<file path="src/design/mips_exec_params.svh">
// Widths and field positions assume the standard 32-bit MIPS instruction layout and are fixed
`ifndef MIPS_EXEC_PARAMS_SVH
`define MIPS_EXEC_PARAMS_SVH

// Data path and HI/LO register width
`define DATA_W 32

// ALU operation code width
`define OP_W 6

// Shift amount field, read by the ALU from input_1 for immediate shifts
`define SHAMT_LSB 6
`define SHAMT_MSB 10

`endif

</file>
<file path="src/design/hilo_regs.sv">
// Both registers clear on reset; each loads only on its own write enable
`timescale 1ns/1ps
`default_nettype none

`include "mips_exec_params.svh"

module hilo_regs (
	input  logic               clk,
	input  logic               reset,
	input  logic               hi_write,
	input  logic               lo_write,
	input  logic [`DATA_W-1:0] hi_next,
	input  logic [`DATA_W-1:0] lo_next,
	output logic [`DATA_W-1:0] hi,
	output logic [`DATA_W-1:0] lo
);

	always_ff @(posedge clk) begin
		if (reset) begin
			hi <= '0;
			lo <= '0;
		end else begin
			if (hi_write) begin
				hi <= hi_next;  // MTHI, multiply or divide
			end
			if (lo_write) begin
				lo <= lo_next;  // MTLO, multiply or divide
			end
		end
	end

endmodule

`default_nettype wire

</file>
<file path="config.mk">
export PLATFORM = sky130hd
export DESIGN_NAME = hilo_regs
export DESIGN_NICKNAME = d
export VERILOG_FILES = /design/src/design/hilo_regs.sv
export VERILOG_INCLUDE_DIRS = /design/src /design/src/design
export SDC_FILE = /design/constraint.sdc
export NUM_CORES = 1
export LEC_CHECK = 0
export BUFFER_PORTS_ARGS = -buffer_cell sky130_fd_sc_hd__buf_4
export CORE_UTILIZATION = 32
export CTS_CLUSTER_DIAMETER = 100
export CTS_CLUSTER_SIZE = 24
export DETAILED_ROUTE_END_ITERATION = 8
export REMOVE_ABC_BUFFERS = 1
export SYNTH_ARGS = -nofsm -noshare
export SYNTH_HDL_FRONTEND = slang
export SYNTH_SLANG_ARGS = --single-unit
</file>
<file path="constraint.sdc">
create_clock -name clk -period 0.8 [get_ports clk]
set_input_delay 0.16 -clock clk [delete_from_list [all_inputs] [get_ports clk]]
set_output_delay 0.16 -clock clk [all_outputs]
set_load 0.05 [all_outputs]
</file>
After elaboration in Yosys (flattened, before gate mapping)
Cells that the tools add are included.
{"block": "word_totals", "inputBits": 68, "output_inout_bits": 64, "regBits": 64, "elab_cells": 2}

Depth between registers and ports, before layout
Gate-level depths: netlist (run 1).
{"block": "logic_depth", "depth_word": 0, "mapped_depth": 4, "mapped_depth_nobuf": 2}

Worst setup path before layout (run 1)
No wires, ideal clock.
{"block": "synth_path", "kind": "reg2reg", "startpoint": "register, netlist name hi[0]", "endpoint": "register hi[0]", "stages_incl_launch_ff": 3, "path_slack_ps": -82, "t_arrival_ps": 817, "t_required_ps": 735, "synth_period_minus_slack_ps": 882, "setup_ps": 65, "path_buffers": 0, "cell_sequence": "dfxtp_1 -> mux2i_1 -> nor2_1"}
{"element": "end signal, assigned", "line": "hilo_regs.sv:24", "source": "hi <= hi_next;"}
{"element": "end, declared", "line": "hilo_regs.sv:14", "source": "output logic [`DATA_W-1:0] hi,"}

Worst setup path after layout (run 1)
{"block": "layout_path", "startpoint": "register lo[29]", "endpoint": "output port lo[29]"}
{"element": "start, declared", "line": "hilo_regs.sv:15", "source": "output logic [`DATA_W-1:0] lo"}
{"element": "start signal, assigned", "line": "hilo_regs.sv:27", "source": "lo <= lo_next;"}
No word-level cell between the ends.

==> results.cfg, run 1 <==
[status]
run_status = finished with violations
violations = setup timing

[clocking]
root_buffer = clkbuf_8
cts_tree = yes
cts_buffers = 9
cts_num_sinks = 64
cts_max_path_buffers = 2
path_clk_slew_ps = 70
htreeDepth = 3
insertion_delay_ps = 320

[floorplan]
die_w_um = 87.5
floorplan.die_area_sq_mm = 0.00766
ios = 132
num_rows = 30
chipHeight_um = 87.5
core_sq_mm = 0.00694
start_util_pct = 33.7

[power_and_ir_drop]
power_density_mw_per_mm2 = 1900
ir_worst_vdd_uv = 1150
p_leak_uw = 0.00202

[critical_path]
path_buf_inv = 1
worstSetupPathType = flip-flop to primary output
cp_slowest_cell = dfxtp_2
path_delay_family = flip-flops
end_kind = primary output
crit_chain = buf_8
rrSetupSlack_ps = 60
cp-start-kind = flip-flop
reg2reg_from = lo[26]
cp.required_ps = 640
path_max_fanout = 2
worstPathArrival_ps = 830
r2r_end = lo[26]
cpPeakStageDelay_ps = 360
rr_worst_depth = 3

[timing]
finClkSkew_ps = 0
period_needed_ps = 993
max_freq_mhz = 1010
slew_headroom_pct = 88.8
tns_ps = -11100
fin_crit_sh_pct = 124
setup_ws_ps = -193
worstMarginPinSlew_ps = 163
rsz0062_at_grt = true
setup_viol = 64
fin_hold_ws_ps = 67.2
hold_viol_final = 0
maxSlewViolCount = 0

[detailed_routing]
wl_mm = 5.73
drc = 0
final_antenna_net_count = 0
initialDrtViolationCount = 56
vias = 1945
wire_per_inst_um = 12.7
drt_first_pass_iters = 4
viasPerCell = 4.32

[logic_synthesis]
synth.largest_area_cell = dfxtp_1
netlist_area_sq_mm = 0.00234
netlist_instances = 207
ys_seq_area_share_pct = 54.8
yosys-top-cells-area = dfxtp_1 55%, mux2i_1 27%, nor2_1 10%, buf_12 5.1%, buf_2 1.3%
synth-seq-cells = 64
ys_warn_count = 0
yosysUniqueCellTypes = 7
yosysTopAreaCellShare_pct = 54.8
syn_avg_cell_area_sq_um = 11.3

[finish]
diodes = 0
layout_commonest_cell = buf_4
layout_common_cells = 75 x buf_4, 64 x mux2i_1, 64 x nor2_1, 64 x dfxtp_2, 59 x buf_8
syn_to_final_growth_pct = 78.3
nets = 417
layout-drive-gt1-share_pct = 63.3
finalNonFillerCells = 450

[global_route]
grtUsageTotal_pct = 15.4
grt_max_degree = 37
antenna_found_initial = 0
grt_pass1_vias = 1965
grt_overflow_total = 0
grt_first_pass_wirelength_mm = 9.05

[worst_hold_path]
min_path_type = input pin to flip-flop
min_path_cells = 3
worstHoldStart = hi_next[31]
min_to = hi[31]

[placed_design]
portBuffers = 131
pre_cts_ws_ps = -55.0
gp_congestion = 0.658
dp_cells = 431
hpwl_mm = 3.81

[run]
maxCapViolations = 0
==> cell usage after synthesis <==
| cell | n |
|---|---|
| mux2i_1 | 64 |
| buf_6 | 2 |
| buf_12 | 6 |
| buf_2 | 6 |
| dfxtp_1 | 64 |
| nor2_1 | 64 |
| clkbuf_2 | 1 |
==> worst max path at each step <==
stage / from / to / slack, ps / cells after the start
floorplan: hi[0] / hi[0] / -80 / 2
global placement: lo_write / lo[14] / -40 / 4
global route: lo[29] / lo[29] / -230 / 1
detailed placement: hi_write / hi[15] / -60 / 4
finish: lo[29] / lo[29] / -190 / 1
CTS: lo[3] / lo[3] / -200 / 1
==> layout make-up <==
cell class	instances	area (sq um)
timing repair buffer	146	1650
sequential	64	1360
clock inverter	4	20.0
tap	96	120
fill	594	2770
multi-input combinational	128	881
clock buffer	12	145
==> through the flow <==
step	area, sq um	util [%]	total power (uW)
floorplan	2160	-	4470
global placement	3440	49.6	5280
detailed placement	3440	49.6	5290
CTS	4090	58.8	7980
global route	4170	60.1	8290
finish	4170	60.1	7940
==> what timing repair did <==
action                                  CTS  global route
hold buffers                              0             0
pin swaps                                 0             0
setup buffers                             2             1
endpoints found under the setup margin   64            64
gates resized for setup                 166            21
==> layer usage <==
metal  GRT usage (%)  share of wire (%)
met1            17.5                 41
met2            25.6                 49
met3            5.97                8.5
met4            7.15                1.7
met5               0                  0
==> cell families (layout without fill, tap and decap cells) <==
| logic type | count (synthesis) | in the layout | share of synthesized area (%) |
|---|---|---|---|
| mux | 64 | 64 | 27.4 |
| simple gates | 64 | 64 | 10.3 |
| buf+inv | 15 | 162 | 7.59 |
| flops | 64 | 64 | 54.8 |
==> registers in the layout, indices dropped and copies added, names as in the netlist <==
name and cells:
hi 32, lo 32
==> where the power goes <==
| group | internal (uW) | switching, uW | total (uW) | leakage, uW |
|---|---|---|---|---|
| registers | 3420 | 164 | 3580 | 0.000551 |
| logic | 965 | 1040 | 2010 | 0.00138 |
| clock network | 1190 | 1160 | 2350 | 0.0000899 |
(Power assumes the default switching activity.)
==> run 2: changes to the inputs <==
==> constraint.sdc (replaced) <==
create_clock -name clk -period 0.8 [get_ports clk]
set_input_delay 0.08 -clock clk [delete_from_list [all_inputs] [get_ports clk]]
set_output_delay 0.08 -clock clk [all_outputs]
set_load 0.01 [all_outputs]
==> run 2 against run 1 <==
The flow still finishes with violations (setup timing). Power down 2.1%. Highest routed layer unchanged. Sequential cell count unchanged. Largest cell class unchanged. Critical path type unchanged. Core utilization up 6.1 points.
==> results.cfg, run 2 (synthesized netlist as in run 1, its figures left out) <==
[timing]
slew_headroom_pct = 88.7
period_needed_ps = 861
setup_viol = 64
setup_ws_ps = -60.9
rsz0062_at_grt = true
maxSlewViolCount = 0
hold_viol_final = 0
worstMarginPinSlew_ps = 164
fin_hold_ws_ps = 7.98
fin_crit_sh_pct = 108
max_freq_mhz = 1160
finClkSkew_ps = 0

[critical_path]
cp.required_ps = 720
cp_slowest_cell = dfxtp_2
rrSetupSlack_ps = 40
worstPathArrival_ps = 780
crit_chain = buf_6
path_max_fanout = 2
worstSetupPathType = flip-flop to primary output
cp-start-kind = flip-flop
reg2reg_from = hi[18]
cpPeakStageDelay_ps = 350
rr_worst_depth = 3
path_buf_inv = 1
path_delay_family = flip-flops
r2r_end = hi[18]
end_kind = primary output

[floorplan]
chipHeight_um = 87.5
die_w_um = 87.5
floorplan.die_area_sq_mm = 0.00766
start_util_pct = 33.7
core_sq_mm = 0.00694
num_rows = 30
ios = 132

[finish]
nets = 478
layout_commonest_cell = buf_4
syn_to_final_growth_pct = 96.4
layout_common_cells = 74 x buf_4, 64 x mux2i_1, 64 x nor2_1, 64 x dfxtp_2, 64 x buf_6
fillers = 555
largest_registers = hi (32), lo (32)
diodes = 0
layout-drive-gt1-share_pct = 54.1

[clocking]
cts_buffers = 9
root_buffer = clkbuf_8
htreeDepth = 3
insertion_delay_ps = 320
cts_num_sinks = 64
path_clk_slew_ps = 70
cts_max_path_buffers = 2
cts_tree = yes

[global_route]
grt_first_pass_wirelength_mm = 10.9
grt_max_degree = 23
grtUsageTotal_pct = 18.8
grt_pass1_vias = 2288
antenna_found_initial = 0
grt_overflow_total = 0

[detailed_routing]
drc = 0
final_antenna_net_count = 0
drt_first_pass_iters = 4
vias = 2170
initialDrtViolationCount = 31
wl_mm = 6.81
wire_per_inst_um = 13.4
viasPerCell = 4.25

[placed_design]
hpwl_mm = 3.88
portBuffers = 131
gp_congestion = 0.656

[power_and_ir_drop]
p_leak_uw = 0.00222
power_density_mw_per_mm2 = 1690
total_power_uw = 7770
ir_worst_vdd_uv = 961

[run]
maxCapViolations = 0

[worst_hold_path]
min_path_type = input pin to flip-flop
min_path_cells = 3
worstHoldStart = hi_next[0]
min_to = hi[0]

[status]
run_status = finished with violations
violations = setup timing
run 2: cell types whose count changed in the layout (fill, tap and decap cells not counted), sizes merged:
| cell | delta |
|---|---|
| clkinv | -1 |
| clkbuf | -1 |
| bufinv | +1 |
| dlygate4sd3 | +61 |
run 2: tightest hold or removal path, cell delays in order:
cell	delay [ps]
buf_4	80
mux2i_1	60
nor2_1	80
run 2: per-layer routing:
layer | global-route usage (%) | routed length, um | vias to the layer above | share of wire (%)
li1 | - | - | 1085 | -
met1 | 20.3 | 2660 | 991 | 39
met2 | 34.3 | 3580 | 84 | 53
met3 | 5.69 | 455 | 10 | 6.7
met4 | 7.30 | 109 | 0 | 1.6
met5 | 0 | 0 | - | 0
run 2: final cells by class:
class | count | area (sq um) | share of cell area, %
timing repair buffer | 207 | 2050 | 44.5
sequential | 64 | 1360 | 29.6
multi-input combinational | 128 | 881 | 19.2
clock buffer | 11 | 141 | 3.08
tap | 96 | 120 | 2.61
clock inverter | 4 | 45.0 | 0.980
run 2: metrics by stage:
stage                     instance area, sq um  setup slack (ps)  util [%]  cells  TNS (ps)
after CTS                                 4570             -72.3      65.9    507     -4030
after detailed placement                  3460             -7.64      49.8    431     -7.64
after floorplan                           2160               210         -    192         0
final                                     4600             -60.9      66.2    510     -2670
after global routing                      4600              -107      66.2    510     -5210
after global placement                    3460              37.4      49.8    431         0
run 2: power by group:
group	switching [uW]	total, uW	internal, uW
logic	534	1550	1010
registers	135	3550	3420
clock network	1180	2670	1490
total	1850	7770	5920
run 2: worst max-delay path by stage:
stage / start / end / depth (start not counted)
2_1_floorplan: hi[0] / hi[0] / 2
3_3_place_gp: hi_write / hi[6] / 4
3_5_place_dp: hi_write / hi[0] / 4
4_1_cts: hi[8] / hi[8] / 1
5_1_grt: hi[17] / hi[17] / 1
6_report: lo[27] / lo[27] / 1
run 2: repair_timing:
| action | in CTS | in global routing |
|---|---|---|
| gates resized for setup | 128 | 0 |
| hold buffers | 61 | 0 |
| setup buffers | 0 | 3 |
| endpoints found under the hold margin | 61 | 0 |
| endpoints found under the setup margin | 64 | 64 |
| gates cloned | 0 | 0 |
==> run 3: changes to the inputs <==
--- a/config.mk
+++ b/config.mk
@@ -11,6 +11,7 @@
 export CTS_CLUSTER_DIAMETER = 100
 export CTS_CLUSTER_SIZE = 24
 export DETAILED_ROUTE_END_ITERATION = 8
+export MAX_ROUTING_LAYER = met4
 export REMOVE_ABC_BUFFERS = 1
 export SYNTH_ARGS = -nofsm -noshare
 export SYNTH_HDL_FRONTEND = slang
==> run 3 against run 2 <==
The flow still finishes with violations (setup timing). Largest power group unchanged. Sequential cell count unchanged. Via count is essentially flat. Largest cell class unchanged. Critical path type unchanged. Register-to-register slack barely moved.
==> results.cfg, run 3 (synthesized netlist as in run 1, its figures left out) <==
[status]
run_status = finished with violations
violations = setup timing

[critical_path]
rrSetupSlack_ps = 40
cp_slowest_cell = dfxtp_2
cp.required_ps = 720
crit_end = hi[6]
crit_chain = buf_6
crit_start = hi[6]
cpPeakStageDelay_ps = 350
rr_worst_depth = 3
path_max_fanout = 2
critical_path_depth = 1
worstSetupPathType = flip-flop to primary output
reg2reg_from = hi[18]
worstPathArrival_ps = 780
r2r_end = hi[18]
path_delay_family = flip-flops
cp-start-kind = flip-flop
end_kind = primary output
path_buf_inv = 1

[clocking]
path_clk_slew_ps = 70
htreeDepth = 3
cts_max_path_buffers = 2
root_buffer = clkbuf_8
cts_num_sinks = 64
cts_tree = yes
insertion_delay_ps = 320
cts_buffers = 9

[power_and_ir_drop]
power_density_mw_per_mm2 = 1690
ir_worst_vdd_uv = 960
p_leak_uw = 0.00222

[placed_design]
dp_cells = 431
gp_congestion = 0.662
hpwl_mm = 3.88
portBuffers = 131

[detailed_routing]
drt_first_pass_iters = 4
drc = 0
vias = 2169
final_antenna_net_count = 0
initialDrtViolationCount = 34
viasPerCell = 4.25
wire_per_inst_um = 13.4
wl_mm = 6.84

[floorplan]
chipHeight_um = 87.5
num_rows = 30
core_sq_mm = 0.00694
ios = 132
floorplan.die_area_sq_mm = 0.00766
start_util_pct = 33.7
die_w_um = 87.5

[timing]
maxSlewViolCount = 0
slew_headroom_pct = 88.7
hold_viol_final = 0
setup_ws_ps = -62.5
fin_crit_sh_pct = 108
period_needed_ps = 862
max_freq_mhz = 1160
fin_hold_ws_ps = 6.85
tns_ps = -2780
setup_viol = 64
finClkSkew_ps = 0
rsz0062_at_grt = true
worstMarginPinSlew_ps = 164

[global_route]
grt_overflow_total = 0
grtUsageTotal_pct = 19.4
antenna_found_initial = 0
grt_pass1_vias = 2289
grt_first_pass_wirelength_mm = 10.9
grt_max_degree = 23

[finish]
layout_commonest_cell = buf_4
layout-drive-gt1-share_pct = 54.1
largest_registers = hi (32), lo (32)
fillers = 555
layout_common_cells = 74 x buf_4, 64 x mux2i_1, 64 x nor2_1, 64 x dfxtp_2, 64 x buf_6
diodes = 0
finalNonFillerCells = 510
nets = 478
fin_util_pct = 66.2
syn_to_final_growth_pct = 96.4

[worst_hold_path]
min_path_type = input pin to flip-flop

[run]
maxCapViolations = 0
==> run 3: worst min-delay path by stage <==
stage,depth (start not counted),endpoint,slack (ps),startpoint
global route,3,hi[0],8,hi_next[0]
finish,3,hi[0],7,hi_next[0]
global placement,3,lo[8],310,lo_next[8]
CTS,3,hi[0],3,hi_next[0]
floorplan,1,hi[0],150,reset
detailed placement,3,hi[12],320,hi_next[12]
==> run 3: area by class of cell <==
class | instances | area (sq um) | share of cell area [%]
timing repair buffer | 207 | 2050 | 44.5
sequential | 64 | 1360 | 29.6
clock buffer | 11 | 141 | 3.08
tap | 96 | 120 | 2.61
clock inverter | 4 | 45.0 | 0.980
multi-input combinational | 128 | 881 | 19.2
==> run 3: stage by stage <==
| stage | worst slack (ps) | total power [uW] | instance area [sq um] |
|---|---|---|---|
| after detailed placement | -7.64 | 4710 | 3460 |
| after floorplan | 210 | 3900 | 2160 |
| final | -62.5 | 7780 | 4600 |
| after global routing | -107 | 8170 | 4600 |
| after global placement | 37.4 | 4700 | 3460 |
| after CTS | -72.3 | 7830 | 4570 |
==> run 3: metal layers <==
layer / routed length (um) / up-vias / track usage [%]
met1: 2730 / 993 / 20.7
met5: 0 / - / -
met3: 413 / 8 / 5.31
li1: - / 1085 / -
met2: 3600 / 83 / 34.3
met4: 98 / 0 / 7.30
==> run 3: timing repair <==
item / 4_1_cts / 5_1_grt
cloned: 0 / 0
hold buffers: 61 / 0
endpoints found under the hold margin: 61 / 0
endpoints found under the setup margin: 64 / 64
buffers inserted: 0 / 3
resized for setup: 128 / 0
==> run 3: where the power goes <==
group          internal [uW]  total (uW)  leakage (uW)  switching [uW]
combinational           1010        1550       0.00157             535
clock                   1490        2680     0.0000989            1180
sequential              3420        3550      0.000551             134
