<file path="src/design/mips_exec_params.svh">
// Widths and field positions assume the standard 32-bit MIPS instruction layout and are fixed
`ifndef MIPS_EXEC_PARAMS_SVH
`define MIPS_EXEC_PARAMS_SVH

// Data path and HI/LO register width
`define DATA_W 32

// ALU operation code width
`define OP_W 6

// Shift amount field, read by the ALU from input_1 for immediate shifts
`define SHAMT_LSB 6
`define SHAMT_MSB 10

`endif

</file>
<file path="src/design/mips_exec_pkg.sv">
// R-type fields are only meaningful when the opcode is zero; OP_NONE always yields a zero result
`default_nettype none

`include "mips_exec_params.svh"

package mips_exec_pkg;

	typedef struct packed {
		logic [5:0]                       opcode;  // Zero for R-type
		logic [4:0]                       rs;
		logic [4:0]                       rt;
		logic [4:0]                       rd;
		logic [`SHAMT_MSB-`SHAMT_LSB:0]   shamt;
		logic [5:0]                       funct;
	} r_fields_t;

	typedef struct packed {
		logic [5:0]  opcode;
		logic [4:0]  rs;
		logic [4:0]  rt;
		logic [15:0] imm;  // Extended by the decoder
	} i_fields_t;

	// One instruction word seen two ways, picked by the opcode
	typedef union packed {
		r_fields_t r;
		i_fields_t i;
	} instr_word_t;

	typedef enum logic [`OP_W-1:0] {
		OP_SLL   = 6'b000000,
		OP_SRL   = 6'b000001,  // Not the MIPS funct value
		OP_SRA   = 6'b000011,
		OP_SLLV  = 6'b000100,
		OP_SRLV  = 6'b000110,
		OP_SRAV  = 6'b000111,
		OP_MFHI  = 6'b010000,
		OP_MTHI  = 6'b010001,
		OP_MFLO  = 6'b010010,
		OP_MTLO  = 6'b010011,
		OP_MULT  = 6'b011000,
		OP_MULTU = 6'b011001,
		OP_DIV   = 6'b011010,
		OP_DIVU  = 6'b011011,
		OP_ADD   = 6'b100000,
		OP_ADDU  = 6'b100001,
		OP_SUB   = 6'b100010,
		OP_SUBU  = 6'b100011,
		OP_AND   = 6'b100100,
		OP_OR    = 6'b100101,
		OP_XOR   = 6'b100110,
		OP_NOR   = 6'b100111,
		OP_SLT   = 6'b101010,
		OP_SLTU  = 6'b101011,
		OP_LUI   = 6'b101100,
		OP_NONE  = 6'b111111   // Unrecognised instruction
	} alu_op_t;

endpackage

`default_nettype wire

</file>
<file path="src/design/instr_decoder.sv">
// Unknown opcodes and functs decode to OP_NONE; immediate shifts pass the whole word as operand_1
`timescale 1ns/1ps
`default_nettype none

`include "mips_exec_params.svh"

module instr_decoder import mips_exec_pkg::*; (
	input  logic               clk,
	input  logic               reset,
	input  logic               instr_valid,
	input  instr_word_t        instr,
	input  logic [`DATA_W-1:0] rs_value,
	input  logic [`DATA_W-1:0] rt_value,
	output logic               op_valid,
	output alu_op_t            op,
	output logic [`DATA_W-1:0] operand_1,
	output logic [`DATA_W-1:0] operand_2
);

	localparam int W = `DATA_W;

	alu_op_t      dec_op;
	logic [W-1:0] dec_operand_1;
	logic [W-1:0] dec_operand_2;
	logic [W-1:0] imm_sext;
	logic [W-1:0] imm_zext;

	assign imm_sext = W'($signed(instr.i.imm));
	assign imm_zext = W'(instr.i.imm);

	always_comb begin
		dec_op        = OP_NONE;
		dec_operand_1 = rs_value;
		dec_operand_2 = rt_value;
		if (instr.r.opcode == 6'b000000) begin  // R-type
			case (instr.r.funct)
				6'b000000: dec_op = OP_SLL;
				6'b000010: dec_op = OP_SRL;
				6'b000011: dec_op = OP_SRA;
				6'b000100: dec_op = OP_SLLV;
				6'b000110: dec_op = OP_SRLV;
				6'b000111: dec_op = OP_SRAV;
				6'b010000: dec_op = OP_MFHI;
				6'b010001: dec_op = OP_MTHI;
				6'b010010: dec_op = OP_MFLO;
				6'b010011: dec_op = OP_MTLO;
				6'b011000: dec_op = OP_MULT;
				6'b011001: dec_op = OP_MULTU;
				6'b011010: dec_op = OP_DIV;
				6'b011011: dec_op = OP_DIVU;
				6'b100000: dec_op = OP_ADD;
				6'b100001: dec_op = OP_ADDU;
				6'b100010: dec_op = OP_SUB;
				6'b100011: dec_op = OP_SUBU;
				6'b100100: dec_op = OP_AND;
				6'b100101: dec_op = OP_OR;
				6'b100110: dec_op = OP_XOR;
				6'b100111: dec_op = OP_NOR;
				6'b101010: dec_op = OP_SLT;
				6'b101011: dec_op = OP_SLTU;
				default:   dec_op = OP_NONE;
			endcase
			// ALU takes shamt from bits 10:6 of operand_1
			if (dec_op == OP_SLL || dec_op == OP_SRL || dec_op == OP_SRA) begin
				dec_operand_1 = instr;
			end
		end else begin
			dec_operand_2 = imm_sext;  // ADDI, ADDIU, SLTI, SLTIU
			case (instr.i.opcode)
				6'b001000: dec_op = OP_ADD;   // ADDI wraps
				6'b001001: dec_op = OP_ADDU;
				6'b001010: dec_op = OP_SLT;
				6'b001011: dec_op = OP_SLTU;
				6'b001100: dec_op = OP_AND;
				6'b001101: dec_op = OP_OR;
				6'b001110: dec_op = OP_XOR;
				6'b001111: dec_op = OP_LUI;
				default:   dec_op = OP_NONE;
			endcase
			if (instr.i.opcode[2]) begin  // ANDI, ORI, XORI, LUI
				dec_operand_2 = imm_zext;
			end
		end
	end

	always_ff @(posedge clk) begin
		if (reset) begin
			op_valid  <= 1'b0;
			op        <= OP_NONE;
			operand_1 <= '0;
			operand_2 <= '0;
		end else begin
			op_valid <= instr_valid;
			if (instr_valid) begin  // Hold last operation otherwise
				op        <= dec_op;
				operand_1 <= dec_operand_1;
				operand_2 <= dec_operand_2;
			end
		end
	end

endmodule

`default_nettype wire

</file>
<file path="config.mk">
export PLATFORM = sky130hd
export DESIGN_NAME = instr_decoder
export DESIGN_NICKNAME = d
export VERILOG_FILES = /design/src/design/mips_exec_pkg.sv /design/src/design/instr_decoder.sv
export VERILOG_INCLUDE_DIRS = /design/src /design/src/design
export SDC_FILE = /design/constraint.sdc
export NUM_CORES = 1
export LEC_CHECK = 0
export BUFFER_PORTS_ARGS = -buffer_cell sky130_fd_sc_hd__buf_2
export CORE_MARGIN = 2
export CORE_UTILIZATION = 41
export CTS_CLUSTER_DIAMETER = 50
export DETAILED_ROUTE_END_ITERATION = 10
export PLACE_DENSITY_LB_ADDON = 0.15
export SETUP_SLACK_MARGIN = 0.4
export SYNTH_ARGS = -nofsm -noshare
export SYNTH_HDL_FRONTEND = slang
export SYNTH_SLANG_ARGS = --single-unit
</file>
<file path="constraint.sdc">
create_clock -name clk -period 1.2 [get_ports clk]
set_input_delay 0.12 -clock clk [delete_from_list [all_inputs] [get_ports clk]]
set_output_delay 0.12 -clock clk [all_outputs]
set_load 0.03 [all_outputs]
</file>
== After elaboration in Yosys (flattened, before gate mapping) ==
Memory sizes are Yosys's and may differ from the RTL's.
Cells that the tools add are included.
Cells by class
  equal/unequal tests: 2
  mux-type cells: 7
  reductions and logical operators: 5
Operator list (count)
  two-way mux 32 bit: 4
  two-way mux 6 bit: 3
  logical NOT 6 bit: 2
  == test 6 x 1 -> 1 bit (second input constant): 1
  == test 6 x 2 -> 1 bit (second input constant): 1
  logical NOT 2 bit: 1
  logical OR 1 bit: 2
Word-level totals
  bits in registers: 71
  bits in read-only memories: 464
  input port bits: 99
  output and inout bits: 71
  memories kept: 2
Memory list
  (no name shown): depth 64, width 6, rd ports 1, clocked after Yosys merged registers in 0, wr ports 0, RTL line instr_decoder.sv:36  | case (instr.r.funct)
  (no name shown): depth 16, width 5, rd ports 1, clocked after Yosys merged registers in 0, wr ports 0, RTL line instr_decoder.sv:69  | case (instr.i.opcode)

== Logic depth before layout (Yosys ltp) ==
Gate-level depths: netlist (run 1).
  depth in word-level cells: 7
  mapped depth: 6
  gate-level depth less buffers: 4

== Worst setup path before layout (run 1) ==
No wires, ideal clock.
  path type: input to register
  from: input port instr[31] (netlist name)
  to: register op[4]
  setup time: 127 ps
  arrival: 1083 ps
  data required time: 1073 ps
  path slack: -10 ps
  stages: 5
  path buffers: 1
  path through: nor2_2 nand3_1 clkbuf_1 o41ai_1 nand2_1
Between the ends
  word-level cells in the longest chain between the ends: 3
  elaborated cells between the ends (all ways): 4
RTL lines
  start, declared: RTL line instr_decoder.sv:11  | input instr_word_t instr,
  logical NOT 2 bit: RTL line instr_decoder.sv:69
  two-way mux 6 bit: RTL line instr_decoder.sv:69
  two-way mux 6 bit (*): RTL line instr_decoder.sv:35  | if (instr.r.opcode == 6'b000000) begin
  end signal, assigned: RTL line instr_decoder.sv:95  | op <= dec_op;
  end, declared: RTL line instr_decoder.sv:15  | output alu_op_t op,
Every way passes the cells marked *; elsewhere a longest branch is shown, timed or not.
A chain may end at the register's enable or synchronous reset.

== Worst setup path in the final report (run 1) ==
  from: input port instr[28] (netlist name)
  to: register operand_2[11]
Between the ends
  word-level cells in the longest chain between the ends: 2
RTL lines
  logical NOT 6 bit: RTL line instr_decoder.sv:35
  two-way mux 32 bit: RTL line instr_decoder.sv:35
  end signal, assigned: RTL line instr_decoder.sv:97  | operand_2 <= dec_operand_2;
  end, declared: RTL line instr_decoder.sv:17  | output logic [`DATA_W-1:0] operand_2
No other way between the ends.

==> run_results.csv, run 1 <==
group,metric,value,unit
yosys,netlist_top_cells_area,"dfxtp_1 (42%), nand2_1 (5.2%), nor2_1 (4.4%), o21bai_1 (4.4%), a311oi_1 (4.1%)",
critical_path,end_kind,"flip-flop",
detailed_routing,first_pass_iters,4,
clock_network,cts-root-buf,"clkbuf_8",
clock_network,clock_latency,0.35,ns
global_route,grt_overflow_total,0,
detailed_routing,drtIter0Drc,146,
pwr,p_per_area,1015,nW/um^2
sta,fin_hold_ws,0.01127,ns
critical_path,crit_fanout,6,
yosys,synth_nets,503,
yosys,ys_seq_elements,71,
global_route,track_usage,27.17,%
run,cap_violations,0,
yosys,synth_top_flop_cell,"dfxtp_1",
global_route,antenna_found_initial,0,
sta,rsz0062_at_grt,"true",
placed_design,post-dp-hpwl,7309,um
clock_network,cts_sinks,71,
sta,relSlewSlack,72.89,%
critical_path,arrival,1.30,ns
floorplan,start_util,41.74,%
detailed_routing,viasPerCell,5.613,
floorplan,io_pins,170,
clock_network,htreeDepth,3,
cells_and_area,syn_to_final_growth,93.81,%
detailed_routing,drc,0,
yosys,netlist_instances,404,
yosys,synthDistinctLibCells,40,
clock_network,cts_buffers,9,
worst_hold_path,hold_class,"in2reg",
placed_design,port_buffers,169,
global_route,grt_max_degree,38,
floorplan,die_area,8981,um^2
cells_and_area,drive_above_1_share,69.10,%
yosys,synth_top_area_share,42.07,%
clock_network,cts_tree,"built",
yosys,synth-edff-count,0,
cells_and_area,fin_nets,738,
critical_path,worstSetupStartpointType,"primary input",
floorplan,fp.coreArea,8093,um^2
placed_design,place_congestion,0.8774,
floorplan,row_count,33,
yosys,synth-seq-area-share,42.07,%
sta,finalWorstPathRequiredPeriod,1.063,ns
floorplan,die_x,94.77,um
sta,timing_max_transition_violations_final,0,
pwr,p_leak,2.822,nW
cells_and_area,antennaDiodeCount,0,
yosys,yosys.area.top_type,"dfxtp_1",
cells_and_area,fin_area,6548,um^2
sta,finalCritPeriodShare,88.58,%
detailed_routing,ant_nets,0,
sta,fmax,940.8,MHz
yosys,netlist_area,3378,um^2
sta,worst_slew_pin_slew,0.4066,ns
pwr,vdd_drop_max,564.6,uV
critical_path,cp_data_required_time,1.44,ns
global_route,grt_pass1_wl,19100,um
run_status,status,"finished, final reports clean",
yosys,syn_avg_cell_area,8.362,um^2
floorplan,die_h,94.77,um
yosys,synthArstFlopShare,0,%
cells_and_area,fillers,514,
clock_network,cts.clk_slew.worst_paths,0.08,ns
yosys,ys_warn_count,0,
sta,fin_skew,0,ns
placed_design,place_area,4558,um^2
sta,hold_viol_final,0,
critical_path,critPathKind,"in2reg",
detailed_routing,routedWlPerCell,18.22,um
detailed_routing,totalWireLength,13650,um
global_route,grt_pass1_vias,3941,
sta,setup_viol,0,
clock_network,clockBufferDepth,2,
detailed_routing,num_vias,4204,
## Yosys cell counts, types with 6 or more instances
cell,instances
nor2_1,40
o21bai_1,20
o211ai_1,10
a21oi_1,19
a311oi_1,16
a31oi_1,22
a211oi_2,10
nor3_1,6
clkbuf_1,30
nand2_1,47
nand4_1,19
dfxtp_1,71
nor3_2,10
a211oi_1,10
buf_2,10
o21ai_0,24
## final cells by class
type / count / area [um^2] / share of cell area [%]
clock buffer: 11 / 151.4 / 2.312
clock inverter: 5 / 80.08 / 1.223
inverter: 4 / 15.01 / 0.2293
multi-input combinational: 285 / 2122 / 32.41
sequential: 71 / 1510 / 23.07
tap: 105 / 131.4 / 2.006
timing repair buffer: 268 / 2537 / 38.75
## power by group
group	switching, W	leakage (nW)	internal [W]
logic	0.000925	2.10	0.000843
registers	0.000111	0.606	0.00254
clock network	0.000948	0.112	0.00128
total	0.00198	2.82	0.00466
## cells in the final DEF (no fill, tap or decap), types with 2 or more instances in the layout
master      synthesis  final
buf_2              10     92
buf_6               2     86
dfxtp_2             0     71
buf_4               3     60
nor2_1             40     39
nand2_1            47     31
a31oi_1            22     22
o21bai_1           20     20
nand4_1            19     19
o21ai_2             0     18
a21oi_1            19     18
a211oi_2           10     18
buf_12              0     12
clkbuf_8            0     11
o211ai_1           10     10
nor3_2             10     10
a311oi_2            0     10
buf_16              0      9
nand2_2             0      8
nand2_4             0      8
o21ai_1             4      7
nor3_1              6      6
a311oi_1           16      6
nor2_4              1      5
clkbuf_16           0      4
buf_8               0      4
a41oi_2             0      3
inv_1               3      3
nand3_4             0      2
nand2b_1            2      2
and3_4              0      2
a211oi_1           10      2
o311a_1             2      2
o21ai_0            24      2
clkinvlp_4          0      2
bufinv_16           0      2
## path summary, 6_finish.rpt
| kind | end | from | cells past startpoint | slack (ns) |
|---|---|---|---|---|
| max | operand_2[11] | instr[28] | 8 | 0.14 |
| min | operand_1[9] | rs_value[9] | 3 | 0.01 |
| max reg2reg | operand_2[15] | operand_2[15] | 4 | 0.25 |
| min reg2reg | operand_1[31] | operand_1[31] | 2 | 0.47 |
## state kept, by name, indices dropped and copies added (netlist names)
| signal | count |
|---|---|
| op | 6 |
| operand_2 | 32 |
| op_valid | 1 |
| operand_1 | 32 |
## through the flow
stage,power [W],TNS [ns],std cells,util [%],setup WS [ns]
6_report,0.006647,0,749,80.91,0.1371
5_1_grt,0.006873,0,749,80.91,0.1262
4_1_cts,0.006487,0,724,74.72,0.2459
3_5_place_dp,0.003897,-2.052,669,56.32,-0.1184
3_3_place_gp,0.003877,-0.6142,669,56.32,-0.05661
2_1_floorplan,0.003409,0,404,-,0.1162
## cell families after synthesis
kind of cell,after synthesis,synth area share [%]
flops,71,42.07
compound gates,147,31.41
simple gates,137,19.93
buf+inv,49,6.592
## layer usage
metal	part of all wire (%)	up-vias	global-route usage, %
met5	0	-	0
met1	40	2038	33.53
met2	52	153	46.99
li1	-	1985	-
met3	5.6	28	5.906
met4	2.3	0	8.696
## worst max-delay path, cell delays in order
cell,delay (ns)
buf_8,0.10
nor2_4,0.14
buf_6,0.12
buf_6,0.08
and3_4,0.23
buf_8,0.14
nand2_2,0.06
a311oi_1,0.32
## timing repair
item / in CTS / in global routing
endpoints found under the hold margin: 1 / 0
pin swaps: 38 / 58
gates cloned: 10 / 4
setup buffers: 28 / 21
hold buffers: 1 / 0
resized for setup: 273 / 71
setup endpoints to repair: 127 / 140
No activity file was read; power rests on OpenSTA's default activity.
==> run 2: changes to the inputs <==
--- a/config.mk
+++ b/config.mk
@@ -8,7 +8,7 @@
 export LEC_CHECK = 0
 export BUFFER_PORTS_ARGS = -buffer_cell sky130_fd_sc_hd__buf_2
 export CORE_MARGIN = 2
-export CORE_UTILIZATION = 41
+export CORE_UTILIZATION = 45
 export CTS_CLUSTER_DIAMETER = 50
 export DETAILED_ROUTE_END_ITERATION = 10
 export PLACE_DENSITY_LB_ADDON = 0.15
==> constraint.sdc (replaced) <==
create_clock -name clk -period 1.25 [get_ports clk]
set_input_delay 0.125 -clock clk [delete_from_list [all_inputs] [get_ports clk]]
set_output_delay 0.125 -clock clk [all_outputs]
set_load 0.03 [all_outputs]
==> run 2 against run 1 <==
Compared with the run above:
- clock power barely moved
- combinational power fell by 8%
- setup slack improved by 0.057 ns
- flip-flop and latch count did not move
- wire length rose by 1.5%
- critical path type unchanged
- largest cell class unchanged
==> run_results.csv, run 2 (synthesis results as in run 1) <==
group,metric,value,unit
pwr,p_leak,2.577,nW
floorplan,start_util,46.58,%
critical_path,worstSetupStartpointType,"primary input",
pwr,power_frac_comb,25.5,%
clock_network,cts_hold_buf,0,
sta,finalCritPeriodShare,84.49,%
worst_hold_path,hold_class,"in2reg",
clock_network,cts_tree,"built",
placed_design,port_buffers,169,
global_route,grt_pass1_wl,20360,um
critical_path,arrival,1.28,ns
detailed_routing,num_vias,4195,
pwr,p_sw_share,29.61,%
sta,rsz0062_at_grt,"true",
sta,relSlewSlack,68.00,%
pwr,power,0.006382,W
clock_network,clock_latency,0.34,ns
detailed_routing,drtIter0Drc,290,
sta,finalWorstSetupSlack,0.1939,ns
cells_and_area,antennaDiodeCount,0,
sta,worst_slew_pin_slew,0.4800,ns
floorplan,die_area,8217,um^2
pwr,pwr-share-clk,34.6,%
clock_network,cts_buffers,9,
run_status,status,"finished, final reports clean",
clock_network,htreeDepth,3,
sta,fin_skew,0,ns
cells_and_area,fin_nets,711,
clock_network,cts_sinks,71,
sta,fmax,946.9,MHz
placed_design,post-place-ws,-0.09168,ns
cells_and_area,mostFrequentLayoutCells,"buf_2 (91), buf_6 (80), dfxtp_2 (71)",
floorplan,die_x,90.65,um
global_route,track_usage,30.53,%
cells_and_area,final_util,83.92,%
pwr,seq_power_share,39.9,%
detailed_routing,ant_nets,0,
cells_and_area,top_regs,"operand_1: 32 flops, operand_2: 32 flops, op: 6 flops",
critical_path,cp_num_buf_inv,4,
critical_path,crit_family,"buffers and inverters",
critical_path,cp.depth,8,
critical_path,critPathKind,"in2reg",
detailed_routing,viasPerCell,5.859,
pwr,vdd_drop_max,712.0,uV
floorplan,die_h,90.65,um
sta,timing_max_transition_violations_final,0,
detailed_routing,drc,0,
global_route,grt_overflow_total,0,
floorplan,io_pins,170,
critical_path,worst-r2r-cell-count,4,
sta,finalWorstPathRequiredPeriod,1.056,ns
sta,hold_viol_final,0,
critical_path,max_stage_delay,0.21,ns
worst_hold_path,holdPathStages,3,
cells_and_area,syn_to_final_growth,80.19,%
floorplan,fp.coreArea,7253,um^2
critical_path,crit_path_top_delay_cell,"buf_12",
critical_path,crit_fanout,7,
sta,setup_viol,0,
clock_network,cts.clk_slew.worst_paths,0.08,ns
detailed_routing,totalWireLength,13850,um
critical_path,worstPathCellList,"buf_8 > nor2_4 > buf_4 > nand3_4 > buf_12 > buf_16 > o211ai_1 > a21oi_1",
critical_path,end_kind,"flip-flop",
global_route,antenna_found_initial,0,
global_route,grt_max_degree,72,
placed_design,post-dp-hpwl,7311,um
cells_and_area,drive_above_1_share,63.37,%
run,cap_violations,0,
detailed_routing,routedWlPerCell,19.35,um
global_route,grt_pass1_vias,4094,
floorplan,row_count,31,
pwr,p_per_area,1048,nW/um^2
placed_design,place_congestion,0.8412,
clock_network,clockBufferDepth,2,
clock_network,cts-root-buf,"clkbuf_8",
detailed_routing,first_pass_iters,5,
critical_path,cp_data_required_time,1.48,ns
critical_path,r2r_setup_slack,0.35,ns
pwr,p_int,0.004492,W
cells_and_area,final_common_cell,"buf_2",
pwr,p_switching,0.001890,W
==> run 2: changes by cell type in the layout (fill, tap and decap cells not counted), moves of 3 or more <==
cell and delta:
a311oi_1 +7, a311oi_2 -7, buf_16 -4, buf_4 -13
buf_6 -6, bufbuf_16 +3, clkbuf_16 -3, nand2_1 +13
nand2_2 -5, nand2_4 -8, o21ai_0 +5, o21ai_1 +4
o21ai_2 -8
==> run 2: stage by stage <==
stage	setup TNS [ns]	hold slack [ns]	instance area, um^2	instances
after floorplan	0	0.2735	3506	404
after global placement	0	0.3922	4473	651
after detailed placement	-0.7735	0.4010	4473	651
after CTS	0	0.01506	5814	697
after global routing	0	0.01633	6087	716
final	0	0.01332	6087	716
==> run 2: worst register-to-register path: stages, from the launching register on <==
cell and delay (ns):
dfxtp_2 0.33, buf_4 0.12, buf_4 0.12, nor2_1 0.14
a311oi_2 0.06
==> run 2: path summary, 6_finish.rpt <==
| kind | startpoint | endpoint |
|---|---|---|
| max | instr[29] | operand_1[2] |
| max reg2reg | operand_2[9] | operand_2[9] |
| min reg2reg | operand_1[5] | operand_1[5] |
| min | rs_value[19] | operand_1[19] |
==> run 2: what timing repair did <==
action                                  in CTS  in global routing
pin swaps                                   20                 41
buffers inserted                            22                 17
resized for setup                          255                 31
endpoints found under the hold margin        0                  0
gates cloned                                 8                  2
endpoints found under the setup margin     112                141
==> run 2: layout make-up <==
cell class | instances | area (um^2)
clock buffers | 12 | 165.2
clock inverters | 4 | 76.32
fillers | 418 | 1166
inverters | 4 | 15.01
multi-input cells | 284 | 1942
flip-flops and latches | 71 | 1510
well taps | 99 | 123.9
repair buffers | 242 | 2255
==> run 2: power groups by stage <==
stage | sequential [W] | combinational [W] | clock, W
2_1_floorplan | 0.00282 | 0.000452 | 0
3_3_place_gp | 0.00253 | 0.00118 | 0
3_5_place_dp | 0.00253 | 0.00120 | 0
4_1_cts | 0.00254 | 0.00149 | 0.00219
5_1_grt | 0.00256 | 0.00171 | 0.00232
6_report | 0.00255 | 0.00162 | 0.00221
==> run 2: metal layers <==
| metal | vias up | global-route usage [%] | wire length (um) |
|---|---|---|---|
| met5 | - | 0 | 0 |
| met1 | 2014 | 37.57 | 5311 |
| met2 | 227 | 53.30 | 7037 |
| met4 | 0 | 9.744 | 470 |
| li1 | 1911 | - | - |
| met3 | 43 | 6.260 | 1036 |
